### src/design/saturn_settings.svh
`ifndef SATURN_SETTINGS_SVH
`define SATURN_SETTINGS_SVH

// Main bus widths
`define MAIN_ADDR_W 25
`define WORD_W 32
`define DQM_W 4

// B-bus and system manager data
`define HALF_W 16
`define BYTE_W 8

// CD buffer word address
`define CD_ADDR_W 18

// Debug counters
`define DBG_CNT_W 8

// Rising phases per system-manager tick
`define SMPC_DIV 7
`define SMPC_CNT_W 3

// Fetch address that arms the hook
`define HOOK_ADDR 25'h0012B0

// CD buffer word counted by the monitor
`define CD_WATCH_ADDR 18'h3AC0C

`endif

### src/design/saturn_pkg.sv
`default_nettype none

`include "saturn_settings.svh"

package saturn_pkg;

	// Main bus
	typedef logic [`MAIN_ADDR_W-1:0] mainAddrT;
	typedef logic [`WORD_W-1:0] wordT;
	typedef logic [`DQM_W-1:0] dqmT;

	// B-bus word
	typedef logic [`HALF_W-1:0] halfT;

	// System manager data
	typedef logic [`BYTE_W-1:0] byteT;

	// CD buffer word address
	typedef logic [`CD_ADDR_W-1:0] cdAddrT;

	// Debug monitor counter
	typedef logic [`DBG_CNT_W-1:0] dbgCntT;

	// Tick divider
	typedef logic [`SMPC_CNT_W-1:0] smpcCntT;

endpackage

`default_nettype wire

### src/design/busDebugMonitor.sv
`default_nettype none

`include "saturn_settings.svh"

module busDebugMonitor (
	input  logic                 CLK,
	input  logic                 RST_N,
	input  logic                 cpuCeR,
	input  logic                 cdCeR,
	input  saturn_pkg::mainAddrT cAddr,
	input  saturn_pkg::dqmT      cDqmN,
	input  logic                 cRdN,
	input  logic                 cCs3N,
	input  saturn_pkg::cdAddrT   cdAddr,
	input  logic                 cdCs1N,
	input  logic                 cdWrlN,
	input  logic                 cdWrhN,
	output saturn_pkg::dbgCntT   dbgWaitCnt,
	output saturn_pkg::dbgCntT   dbgCdCnt,
	output logic                 dbgHook
);
	import saturn_pkg::*;

	localparam mainAddrT hookAddr = `HOOK_ADDR;
	localparam cdAddrT cdWatchAddr = `CD_WATCH_ADDR;

	logic busIdle;
	logic cdWr;
	logic cdWrOld;

	assign busIdle = cRdN & (&cDqmN);
	assign cdWr = ~cdWrlN | ~cdWrhN;

	// Rising phases spent in the current bus cycle
	always_ff @(posedge CLK or negedge RST_N) begin
		if (!RST_N) begin
			dbgWaitCnt <= '0;
		end else if (cpuCeR) begin
			dbgWaitCnt <= busIdle ? '0 : dbgWaitCnt + 1'b1;
		end
	end

	// Sticky once the watched fetch is seen
	always_ff @(posedge CLK or negedge RST_N) begin
		if (!RST_N) begin
			dbgHook <= 1'b0;
		end else if (cpuCeR && cAddr == hookAddr && !cRdN && !cCs3N) begin
			dbgHook <= 1'b1;
		end
	end

	// Count leading edges of CD buffer writes to the watched word
	always_ff @(posedge CLK or negedge RST_N) begin
		if (!RST_N) begin
			cdWrOld <= 1'b0;
			dbgCdCnt <= '0;
		end else if (cdCeR) begin
			cdWrOld <= cdWr;
			if (cdWr && !cdWrOld && !cdCs1N && cdAddr == cdWatchAddr) begin
				dbgCdCnt <= dbgCdCnt + 1'b1;
			end
		end
	end

endmodule

`default_nettype wire

### src/design/mainBusRouter.sv
`default_nettype none

module mainBusRouter (
	// CPU bus and memory selects
	input  saturn_pkg::mainAddrT cAddr,
	input  saturn_pkg::wordT     cWrData,
	input  saturn_pkg::dqmT      cDqmN,
	input  logic                 cRdN,
	input  logic                 cCs3N,
	input  logic                 dramCeN,
	input  logic                 romCeN,
	input  logic                 smpcCeN,

	// Read sources
	input  saturn_pkg::wordT     memDi,
	input  saturn_pkg::wordT     scuDo,
	input  saturn_pkg::byteT     smpcDo,

	// Waits
	input  logic                 memWaitN,
	input  logic                 cWaitN,

	// B-bus
	input  logic                 bCs1N,
	input  logic                 bCs2N,
	input  logic                 bCssN,
	input  saturn_pkg::halfT     vdp1Do,
	input  saturn_pkg::halfT     vdp2Do,
	input  saturn_pkg::halfT     scspDo,

	// Arbitration
	input  logic                 sshBreqN,
	input  logic                 scuBreqN,
	input  logic                 mshBgrN,

	output saturn_pkg::wordT     cRdData,
	output logic                 mshWaitN,
	output logic                 sshWaitN,
	output saturn_pkg::halfT     bRdData,

	output logic                 mshBrlsN,
	output logic                 sshBackN,
	output logic                 scuBackN,

	output saturn_pkg::mainAddrT memA,
	output saturn_pkg::wordT     memDo,
	output saturn_pkg::dqmT      memDqmN,
	output logic                 memRdN,
	output logic                 romCsN,
	output logic                 ramLCsN,
	output logic                 ramHCsN
);
	import saturn_pkg::*;

	logic memSel;
	wordT smpcWord;

	// Any external memory region selected
	assign memSel = ~cCs3N | ~dramCeN | ~romCeN;

	// System manager is byte wide, replicated on every lane
	assign smpcWord = {4{smpcDo}};

	assign cRdData = memSel   ? memDi :
	                 !smpcCeN ? smpcWord :
	                 scuDo;

	// Memory wait only matters while memory is selected
	assign mshWaitN = cWaitN & (memWaitN | ~memSel);
	assign sshWaitN = cWaitN & (memWaitN | ~memSel);

	assign bRdData = !bCs1N ? vdp1Do :
	                 !bCs2N ? vdp2Do :
	                 !bCssN ? scspDo :
	                 '0;

	// Master releases the bus when either requester asks
	assign mshBrlsN = sshBreqN & scuBreqN;
	assign sshBackN = mshBgrN;
	assign scuBackN = mshBgrN | ~sshBreqN;

	assign memA    = cAddr;
	assign memDo   = cWrData;
	assign memDqmN = cDqmN;
	assign memRdN  = cRdN;
	assign romCsN  = romCeN;
	assign ramLCsN = dramCeN;
	assign ramHCsN = cCs3N;

endmodule

`default_nettype wire

### src/design/saturnClockEnables.sv
`default_nettype none

`include "saturn_settings.svh"

module saturnClockEnables (
	input  logic CLK,
	input  logic RST_N,
	input  logic ce,
	input  logic pauseEn,
	input  logic cdCe,
	output logic cpuCeR,
	output logic cpuCeF,
	output logic cdCeR,
	output logic cdCeF,
	output logic smpcCe,
	output logic mresN
);
	import saturn_pkg::*;

	localparam smpcCntT smpcLast = smpcCntT'(`SMPC_DIV - 1);

	logic mclk;
	logic cdClk;
	smpcCntT smpcCnt;

	// Main CPU half-rate toggle, frozen by pause
	always_ff @(posedge CLK or negedge RST_N) begin
		if (!RST_N) begin
			mclk <= 1'b0;
		end else if (ce && !pauseEn) begin
			mclk <= ~mclk;
		end
	end

	assign cpuCeR = mclk & ~pauseEn;
	assign cpuCeF = ~mclk & ~pauseEn;

	// CD CPU half-rate toggle
	always_ff @(posedge CLK or negedge RST_N) begin
		if (!RST_N) begin
			cdClk <= 1'b0;
		end else if (cdCe) begin
			cdClk <= ~cdClk;
		end
	end

	assign cdCeR = cdClk & cdCe;
	assign cdCeF = ~cdClk & cdCe;

	// System manager tick, one per SMPC_DIV rising phases
	always_ff @(posedge CLK or negedge RST_N) begin
		if (!RST_N) begin
			smpcCnt <= '0;
			smpcCe <= 1'b0;
		end else begin
			smpcCe <= 1'b0;
			if (cpuCeR) begin
				if (smpcCnt == smpcLast) begin
					smpcCnt <= '0;
					smpcCe <= 1'b1;
				end else begin
					smpcCnt <= smpcCnt + 1'b1;
				end
			end
		end
	end

	// Master reset released after the first tick, then held
	always_ff @(posedge CLK or negedge RST_N) begin
		if (!RST_N) begin
			mresN <= 1'b0;
		end else if (smpcCe) begin
			mresN <= 1'b1;
		end
	end

endmodule

`default_nettype wire

### src/design/saturnGlue.sv
`default_nettype none

module saturnGlue (
	input  logic                 CLK,
	input  logic                 RST_N,
	input  logic                 ce,
	input  logic                 pauseEn,
	input  logic                 cdCe,

	// Main CPU bus
	input  saturn_pkg::mainAddrT cAddr,
	input  saturn_pkg::wordT     cWrData,
	input  saturn_pkg::dqmT      cDqmN,
	input  logic                 cRdN,
	input  logic                 cCs3N,
	input  logic                 dramCeN,
	input  logic                 romCeN,
	input  logic                 smpcCeN,
	input  saturn_pkg::wordT     memDi,
	input  saturn_pkg::wordT     scuDo,
	input  saturn_pkg::byteT     smpcDo,
	input  logic                 memWaitN,
	input  logic                 cWaitN,

	// B-bus
	input  logic                 bCs1N,
	input  logic                 bCs2N,
	input  logic                 bCssN,
	input  saturn_pkg::halfT     vdp1Do,
	input  saturn_pkg::halfT     vdp2Do,
	input  saturn_pkg::halfT     scspDo,

	// Bus arbitration
	input  logic                 sshBreqN,
	input  logic                 scuBreqN,
	input  logic                 mshBgrN,

	// CD buffer bus
	input  saturn_pkg::cdAddrT   cdAddr,
	input  logic                 cdCs1N,
	input  logic                 cdWrlN,
	input  logic                 cdWrhN,

	output logic                 cpuCeR,
	output logic                 cpuCeF,
	output logic                 cdCeR,
	output logic                 cdCeF,
	output logic                 smpcCe,
	output logic                 mresN,

	output saturn_pkg::wordT     cRdData,
	output logic                 mshWaitN,
	output logic                 sshWaitN,
	output saturn_pkg::halfT     bRdData,
	output logic                 mshBrlsN,
	output logic                 sshBackN,
	output logic                 scuBackN,

	output saturn_pkg::mainAddrT memA,
	output saturn_pkg::wordT     memDo,
	output saturn_pkg::dqmT      memDqmN,
	output logic                 memRdN,
	output logic                 romCsN,
	output logic                 ramLCsN,
	output logic                 ramHCsN,

	output saturn_pkg::dbgCntT   dbgWaitCnt,
	output saturn_pkg::dbgCntT   dbgCdCnt,
	output logic                 dbgHook
);

	saturnClockEnables u_clk (
		.CLK     (CLK),
		.RST_N   (RST_N),
		.ce      (ce),
		.pauseEn (pauseEn),
		.cdCe    (cdCe),
		.cpuCeR  (cpuCeR),
		.cpuCeF  (cpuCeF),
		.cdCeR   (cdCeR),
		.cdCeF   (cdCeF),
		.smpcCe  (smpcCe),
		.mresN   (mresN)
	);

	mainBusRouter u_bus (
		.cAddr    (cAddr),
		.cWrData  (cWrData),
		.cDqmN    (cDqmN),
		.cRdN     (cRdN),
		.cCs3N    (cCs3N),
		.dramCeN  (dramCeN),
		.romCeN   (romCeN),
		.smpcCeN  (smpcCeN),
		.memDi    (memDi),
		.scuDo    (scuDo),
		.smpcDo   (smpcDo),
		.memWaitN (memWaitN),
		.cWaitN   (cWaitN),
		.bCs1N    (bCs1N),
		.bCs2N    (bCs2N),
		.bCssN    (bCssN),
		.vdp1Do   (vdp1Do),
		.vdp2Do   (vdp2Do),
		.scspDo   (scspDo),
		.sshBreqN (sshBreqN),
		.scuBreqN (scuBreqN),
		.mshBgrN  (mshBgrN),
		.cRdData  (cRdData),
		.mshWaitN (mshWaitN),
		.sshWaitN (sshWaitN),
		.bRdData  (bRdData),
		.mshBrlsN (mshBrlsN),
		.sshBackN (sshBackN),
		.scuBackN (scuBackN),
		.memA     (memA),
		.memDo    (memDo),
		.memDqmN  (memDqmN),
		.memRdN   (memRdN),
		.romCsN   (romCsN),
		.ramLCsN  (ramLCsN),
		.ramHCsN  (ramHCsN)
	);

	// Monitors sample on the phase enables from u_clk
	busDebugMonitor u_dbg (
		.CLK        (CLK),
		.RST_N      (RST_N),
		.cpuCeR     (cpuCeR),
		.cdCeR      (cdCeR),
		.cAddr      (cAddr),
		.cDqmN      (cDqmN),
		.cRdN       (cRdN),
		.cCs3N      (cCs3N),
		.cdAddr     (cdAddr),
		.cdCs1N     (cdCs1N),
		.cdWrlN     (cdWrlN),
		.cdWrhN     (cdWrhN),
		.dbgWaitCnt (dbgWaitCnt),
		.dbgCdCnt   (dbgCdCnt),
		.dbgHook    (dbgHook)
	);

endmodule

`default_nettype wire

### config.mk
export PLATFORM = sky130hd
export DESIGN_NAME = saturnGlue
export DESIGN_NICKNAME = d
export VERILOG_FILES = /design/src/design/saturn_pkg.sv /design/src/design/busDebugMonitor.sv /design/src/design/mainBusRouter.sv /design/src/design/saturnClockEnables.sv /design/src/design/saturnGlue.sv
export VERILOG_INCLUDE_DIRS = /design/src /design/src/design
export SDC_FILE = /design/constraint.sdc
export NUM_CORES = 1
export LEC_CHECK = 0
export BUFFER_PORTS_ARGS = -buffer_cell sky130_fd_sc_hd__buf_2
export CORE_AREA = 2 2 139 141
export CTS_BUF_LIST = sky130_fd_sc_hd__clkbuf_4 sky130_fd_sc_hd__clkbuf_8 sky130_fd_sc_hd__clkbuf_16
export CTS_CLUSTER_DIAMETER = 60
export DETAILED_ROUTE_END_ITERATION = 10
export DIE_AREA = 0 0 141 143
export GPL_TIMING_DRIVEN = 1
export HOLD_SLACK_MARGIN = 0.03
export PLACE_DENSITY = 0.47
export RECOVER_POWER = 25
export SLEW_MARGIN = 10
export SYNTH_ARGS = -nofsm -noshare
export SYNTH_HDL_FRONTEND = slang
export SYNTH_SLANG_ARGS = --single-unit
### constraint.sdc
create_clock -name CLK -period 2 [get_ports CLK]
set_input_delay 0.2 -clock CLK [delete_from_list [all_inputs] [get_ports CLK]]
set_output_delay 0.2 -clock CLK [all_outputs]
set_load 0.02 [all_outputs]
; Word level (Yosys, flattened, before mapping)
; Index checks and enable logic that the tools add are counted.
[word_totals]
ff_bits = 25
latch_bits = 0
mem_bits_rw = 0
mem_bits_ro = 0
in_bits = 220
output_inout_bits = 141
wordCells = 60
memories = 0
[classes]
n_addsub = 3
n_mul = 0
div_mod_pow = 0
order_cmp = 0
eq_ne = 3
n_shift = 0
muxes = 9
n_bitwise = 22
n_reduce_logical = 14
[ops]
columns = op, count
row1 = 32-bit 2-to-1 mux, 2
row2 = 16-bit 2-to-1 mux, 3
row3 = 25-bit by 13-bit equality test with 1-bit output (second input constant), 1
row4 = 18-bit equality test (second input constant), 1
row5 = 8-bit by 1-bit adder with 8-bit output (second input constant), 2
row6 = 1-bit inverter, 10
row7 = 8-bit 2-to-1 mux, 1
row8 = 1-bit bitwise AND, 7
row9 = 1-bit logical AND, 7
row10 = 1-bit zero test, 5
row11 = 1-bit bitwise OR, 5
row12 = 4-bit AND reduction, 1
row13 = 3-bit by 1-bit adder with 3-bit output (second input constant), 1
row14 = 3-bit equality test (second input constant), 1
row15 = 3-bit 2-to-1 mux, 1
row16 = 1-bit 2-to-1 mux, 2
row17 = 2-bit AND reduction, 1

; Depth between registers and ports, before layout
[logic_depth]
word_depth = 6
depth_mapped = 5

; Hierarchy
; From an unflattened synthesis, not the netlist that was laid out.
[unflattened]
hier_cells = 378
area_unflattened_um2 = 3369.5
[modules_own_cells]
columns = mod, n_inst, cells_each, area_per_inst_um2, seq_area_each_um2
row1 = mainBusRouter, 1, 258, 2045.7, 0.0
row2 = busDebugMonitor, 1, 95, 1019.7, 450.4
row3 = saturnClockEnables, 1, 25, 304.0, 175.2

; Worst setup path after synthesis
; No wires, ideal clock.
[synth_timing]
path_kind = input-to-reg
startpoint = input cdAddr[5]
endpoint = register u_dbg.dbgCdCnt[1]
setup_time_ps = 125
arrival_ps = 1567
path_slack_ps = 307
stages = 4
path_buffers = 0
path_cell_list = or4b_4 > nor4_4 > and2_4 > mux2_4
[synth_between]
elab_chain_cells = 3
[synth_lines]
columns = item, line
row1 = from (decl), saturnGlue.sv:39  ; input saturn_pkg::cdAddrT cdAddr,
row2 = 18-bit equality test, busDebugMonitor.sv:59  ; if (cdWr && !cdWrOld && !cdCs1N && cdAddr == cdWatchAddr) begin
row3 = 1-bit logical AND, busDebugMonitor.sv:59
row4 = 2-bit AND reduction (no source line), n/a
row5 = to (signal assigned), busDebugMonitor.sv:60  ; dbgCdCnt <= dbgCdCnt + 1'b1;
row6 = to (decl), busDebugMonitor.sv:19  ; output saturn_pkg::dbgCntT dbgCdCnt,
; Every way passes these cells.
; A chain may end at the register's enable or synchronous reset.

; Worst setup path after layout
[layout_timing]
startpoint = register u_clk.mclk
endpoint = output cpuCeR
[layout_between]
elab_chain_cells = 1
[layout_lines]
columns = item, line
row1 = from (decl), saturnClockEnables.sv:22  ; logic mclk;
row2 = from (signal assigned), saturnClockEnables.sv:31  ; mclk <= ~mclk;
row3 = 1-bit bitwise AND, saturnClockEnables.sv:35  ; assign cpuCeR = mclk & ~pauseEn;
row4 = to (decl), saturnGlue.sv:44  ; output logic cpuCeR,
; Every way passes these cells.

==> metrics.md <==
| Metric | Value |
|---|---|
| Die ar. | 0.0202 sq mm |
| Combinational power share | approximately half |
| Worst-path cell chain | nand2b_1, clkinv_1, buf_2 |
| Via density | 3.95 |
| Initial Util | between 10% and 20% |
| Post-Synthesis Net Count | 602 |
| Clock Latency Late Sink | roughly 250 ps |
| Sequential cell area | approximately 630 sq um |
| DRC | 0 |
| DR vias | between 3000 and 4000 |
| Register share of total power | around a third |
| CTS Buffer Depth | 2 |
| TritonCTS Buffers | 3 |
| Post-Synthesis Cell Area | 0.00271 sq mm |
| Cells after Synth | 380 |
| Fin crit share | a little over four fifths |
| Critical-path top delay cell | dfrtp_1 |
| Least-Margin Pin Slew | between 500 and 600 ps |
| Largest net degree at the start of global routing | 33 |
| Clock Skew | roughly 2.6 ps |
| Top delay family on crit path | buffers and inverters |
| Tmin final | ~1700 ps |
| Crit Path Max Fanout | 10 |
| Reg2Reg Depth | 4 |
| Setup-failing EPs final | 0 |
| Net Sw Frac | a little over two fifths |
| Clock slew at reported path FFs | 60 ps |
| Clk pwr share | around a fifth |
| 1st-pass router iterations | 4 |
| Root buf cell | clkbuf_16 |
| Final #Nets | ~830 |
| Leakage power | 2.15 nW |
| Ys async rst share | 100% |
| Critical R2R Launch | u_clk.cdClk |
| Hpwl dp | between 10000 and 15000 um |
| Total Power | around 2.3 mW |
| Fin. max-slew vios | 0 |
| NetSw | slightly below 1 mW |
| Worst VDD drop | ~0.00035 V |
| Multi-input logic area | around 0.0015 sq mm |
| F_max | just under 0.6 GHz |
| Mean Syn Cell Area | between 7 and 8 sq um |
| Post-synthesis simple-gate area fraction | 28.0% |
| Setup crit end kind | output pin |
| Maxcap violations | 0 |
| Pwr dens | approximately 570 mW/mm^2 |
| Synth warn | 0 |
| Post-synthesis mux area share | 0.923% |
| Total gr overflow | 0 |
| CTS tree | yes |
| Max_slew headroom | 63.0% |
| Total Wirelength | ~12000 um |
| Post-CTS Setup Inserts | 0 |
| Clock sinks | 25 |
| Final hold violations | 0 |
| Synth Register Bits | 25 |
| Antenna-violating nets left | 0 |
| Area growth from synthesis to layout | 50.0% |
| Post-synthesis xor/xnor area fraction | 3.55% |
| Initial antenna violation count | 3 |
| Prevailing post-synth register cell | dfrtp_1 |
| Fin util | around 22% |
| Core ar. | between 0.015 and 0.02 sq mm |
| Hold EP | u_dbg.cdWrOld |
| WS Path Type | flop to output pin |
| Post-Place Worst Slack | approximately 310 ps |
| EDFF count, synth | 0 |
| Seq/Total Area, Yosys | a little under a quarter |
| First-pass GRT wire length | between 15000 and 20000 um |
| Filler instances | ~2100 |
| Run status | finished, final reports clean |
| Hold_sp | cdWrhN |
| Rows | 50 |
| Final worst setup slack | 301 ps |
| Initial DRC count | ~140 |
| Die height | between 100 and 150 um |
| Main combinational cell family by area after synthesis | simple AND/OR/NAND/NOR gates |
| Worst r2r dst | u_dbg.dbgCdCnt[1] |
| Worst Path Required | roughly 1800 ps |
| Slowest stage delay, CP | 400 ps |
| Compound-Gate Fraction of Synth Area | between 20 and 25% |
| Fraction of layout cells with a size suffix above 1 | roughly half |
| R2R Setup Slk | about 500 ps |
| Port Buffers | approximately 300 |
| # IOs | between 300 and 400 |
| Synth unique cells | 41 |
| Setup TNS | 0 ps |
| CP arrival | about 1500 ps |
| Max H-tree Level | 1 |
| Internal | between 1 and 1.5 mW |
| DR WL/cell | approximately 15 um |
| Post-Synth Adder-Cell Area | less than 1% |
| Crit start category | flop |
| Unrepaired setup endpoints after global routing | no |
| Bufs and invs on worst path | 2 |
| Die width | 141 um |
| Vias in the first global route | approximately 3200 |
| Worst hold path depth | 2 |
| Gr usage total | between 10% and 20% |
| RePlAce Congestion | 0.805 |
| Gates resized, CTS repair | 0 |
| Min-delay worst type | input pin to flop |
-- per-layer routing --
metal | vias up | share of wire (%) | track usage (%)
met5 | - | 0 | 0
met4 | 0 | 2.1 | 2.79
met3 | 20 | 9.3 | 2.58
met2 | 170 | 50 | 21.1
met1 | 1430 | 38 | 13.2
li1 | 1702 | - | -
-- cells by family after synthesis --
family                     after synthesis
adders and majority gates                2
muxes                                    2
xor gates and xnor gates                11
buffers and inverters                   87
and+or+nand+nor                        137
DFF                                     25
AOI/OAI and AO/OA                      116
-- state kept, by name (all words and copies together), names as in the netlist --
register          cells
u_dbg.dbgHook         1
u_dbg.cdWrOld         1
u_clk.cdClk           1
u_clk.smpcCnt         3
u_dbg.dbgWaitCnt      8
u_clk.mresN           1
u_clk.mclk            1
u_clk.smpcCe          1
u_dbg.dbgCdCnt        8
-- synth_stat cells, types with 2 or more instances --
library cell	instances	area [sq um]
clkbuf_1	17	63.8
nand3_1	8	40.0
and3_1	5	31.3
nand2_1	43	161
and2_1	3	18.8
a31oi_1	2	12.5
a21boi_0	2	15.0
o21ai_0	41	205
buf_4	67	503
ha_1	2	25.0
a21oi_1	65	325
nand4_1	5	31.3
dfrtp_1	25	626
nor3_1	3	15.0
nor4_1	3	18.8
nor2_1	20	75.1
nor4b_1	4	35.0
o31ai_1	2	15.0
and4_1	3	26.3
xnor2_1	9	78.8
nor2b_1	25	156
xor2_1	2	17.5
nand2b_1	6	37.5
-- per-stage QoR --
| stage | cell area, sq um | hold WS [ps] | cells |
|---|---|---|---|
| final | 4070 | 132 | 842 |
| after floorplan | 2710 | -95.6 | 380 |
| after CTS | 4080 | 129 | 839 |
| after global routing | 4070 | 146 | 840 |
| after global placement | 3990 | 245 | 834 |
| after detailed placement | 3990 | 241 | 834 |
-- what timing repair did --
action,CTS,global route
endpoints found under the hold margin,25,0
hold buffers,1,0
setup endpoints to repair,0,0
-- cells in the final DEF, fill, tap and decap left out, types with 4 or more instances in the layout --
| cell | count |
|---|---|
| nor2_1 | 20 |
| nand4_1 | 5 |
| nor4b_1 | 4 |
| dfrtp_1 | 25 |
| nand2b_1 | 6 |
| buf_2 | 281 |
| a21oi_1 | 65 |
| nand2_1 | 43 |
| and3_1 | 5 |
| clkbuf_1 | 15 |
| xnor2_1 | 9 |
| buf_4 | 9 |
| nor2b_1 | 25 |
| nand3_1 | 7 |
| o21ai_0 | 41 |
-- power groups by stage --
stage / clock network [mW] / logic [mW] / registers (mW)
global placement: 0 / 1.15 / 0.749
floorplan: 0 / 0.689 / 0.789
finish: 0.456 / 1.12 / 0.744
global route: 0.502 / 1.24 / 0.765
detailed placement: 0 / 1.14 / 0.748
CTS: 0.468 / 1.15 / 0.744
-- final cells by class --
cell class              instances  area share [%]
diodes                          3           0.184
multi-input cells             268            37.2
well taps                     234            7.19
flip-flops and latches         25            15.4
clock buffers                   4            2.03
repair buffers                306            37.8
inverters                       2           0.184
-- how the worst max path moves through the flow --
stage / from / end / slack (ps) / depth (start not counted)
after floorplan: cdAddr[5] / u_dbg.dbgCdCnt[1] / 310 / 4
final: u_clk.mclk / cpuCeR / 300 / 3
after CTS: u_clk.mclk / cpuCeR / 270 / 3
after global routing: u_clk.mclk / cpuCeR / 210 / 3
after global placement: cdAddr[5] / u_dbg.dbgCdCnt[1] / 330 / 5
after detailed placement: cdAddr[5] / u_dbg.dbgCdCnt[1] / 310 / 5
Note: power is estimated with default switching activity, not from simulation.
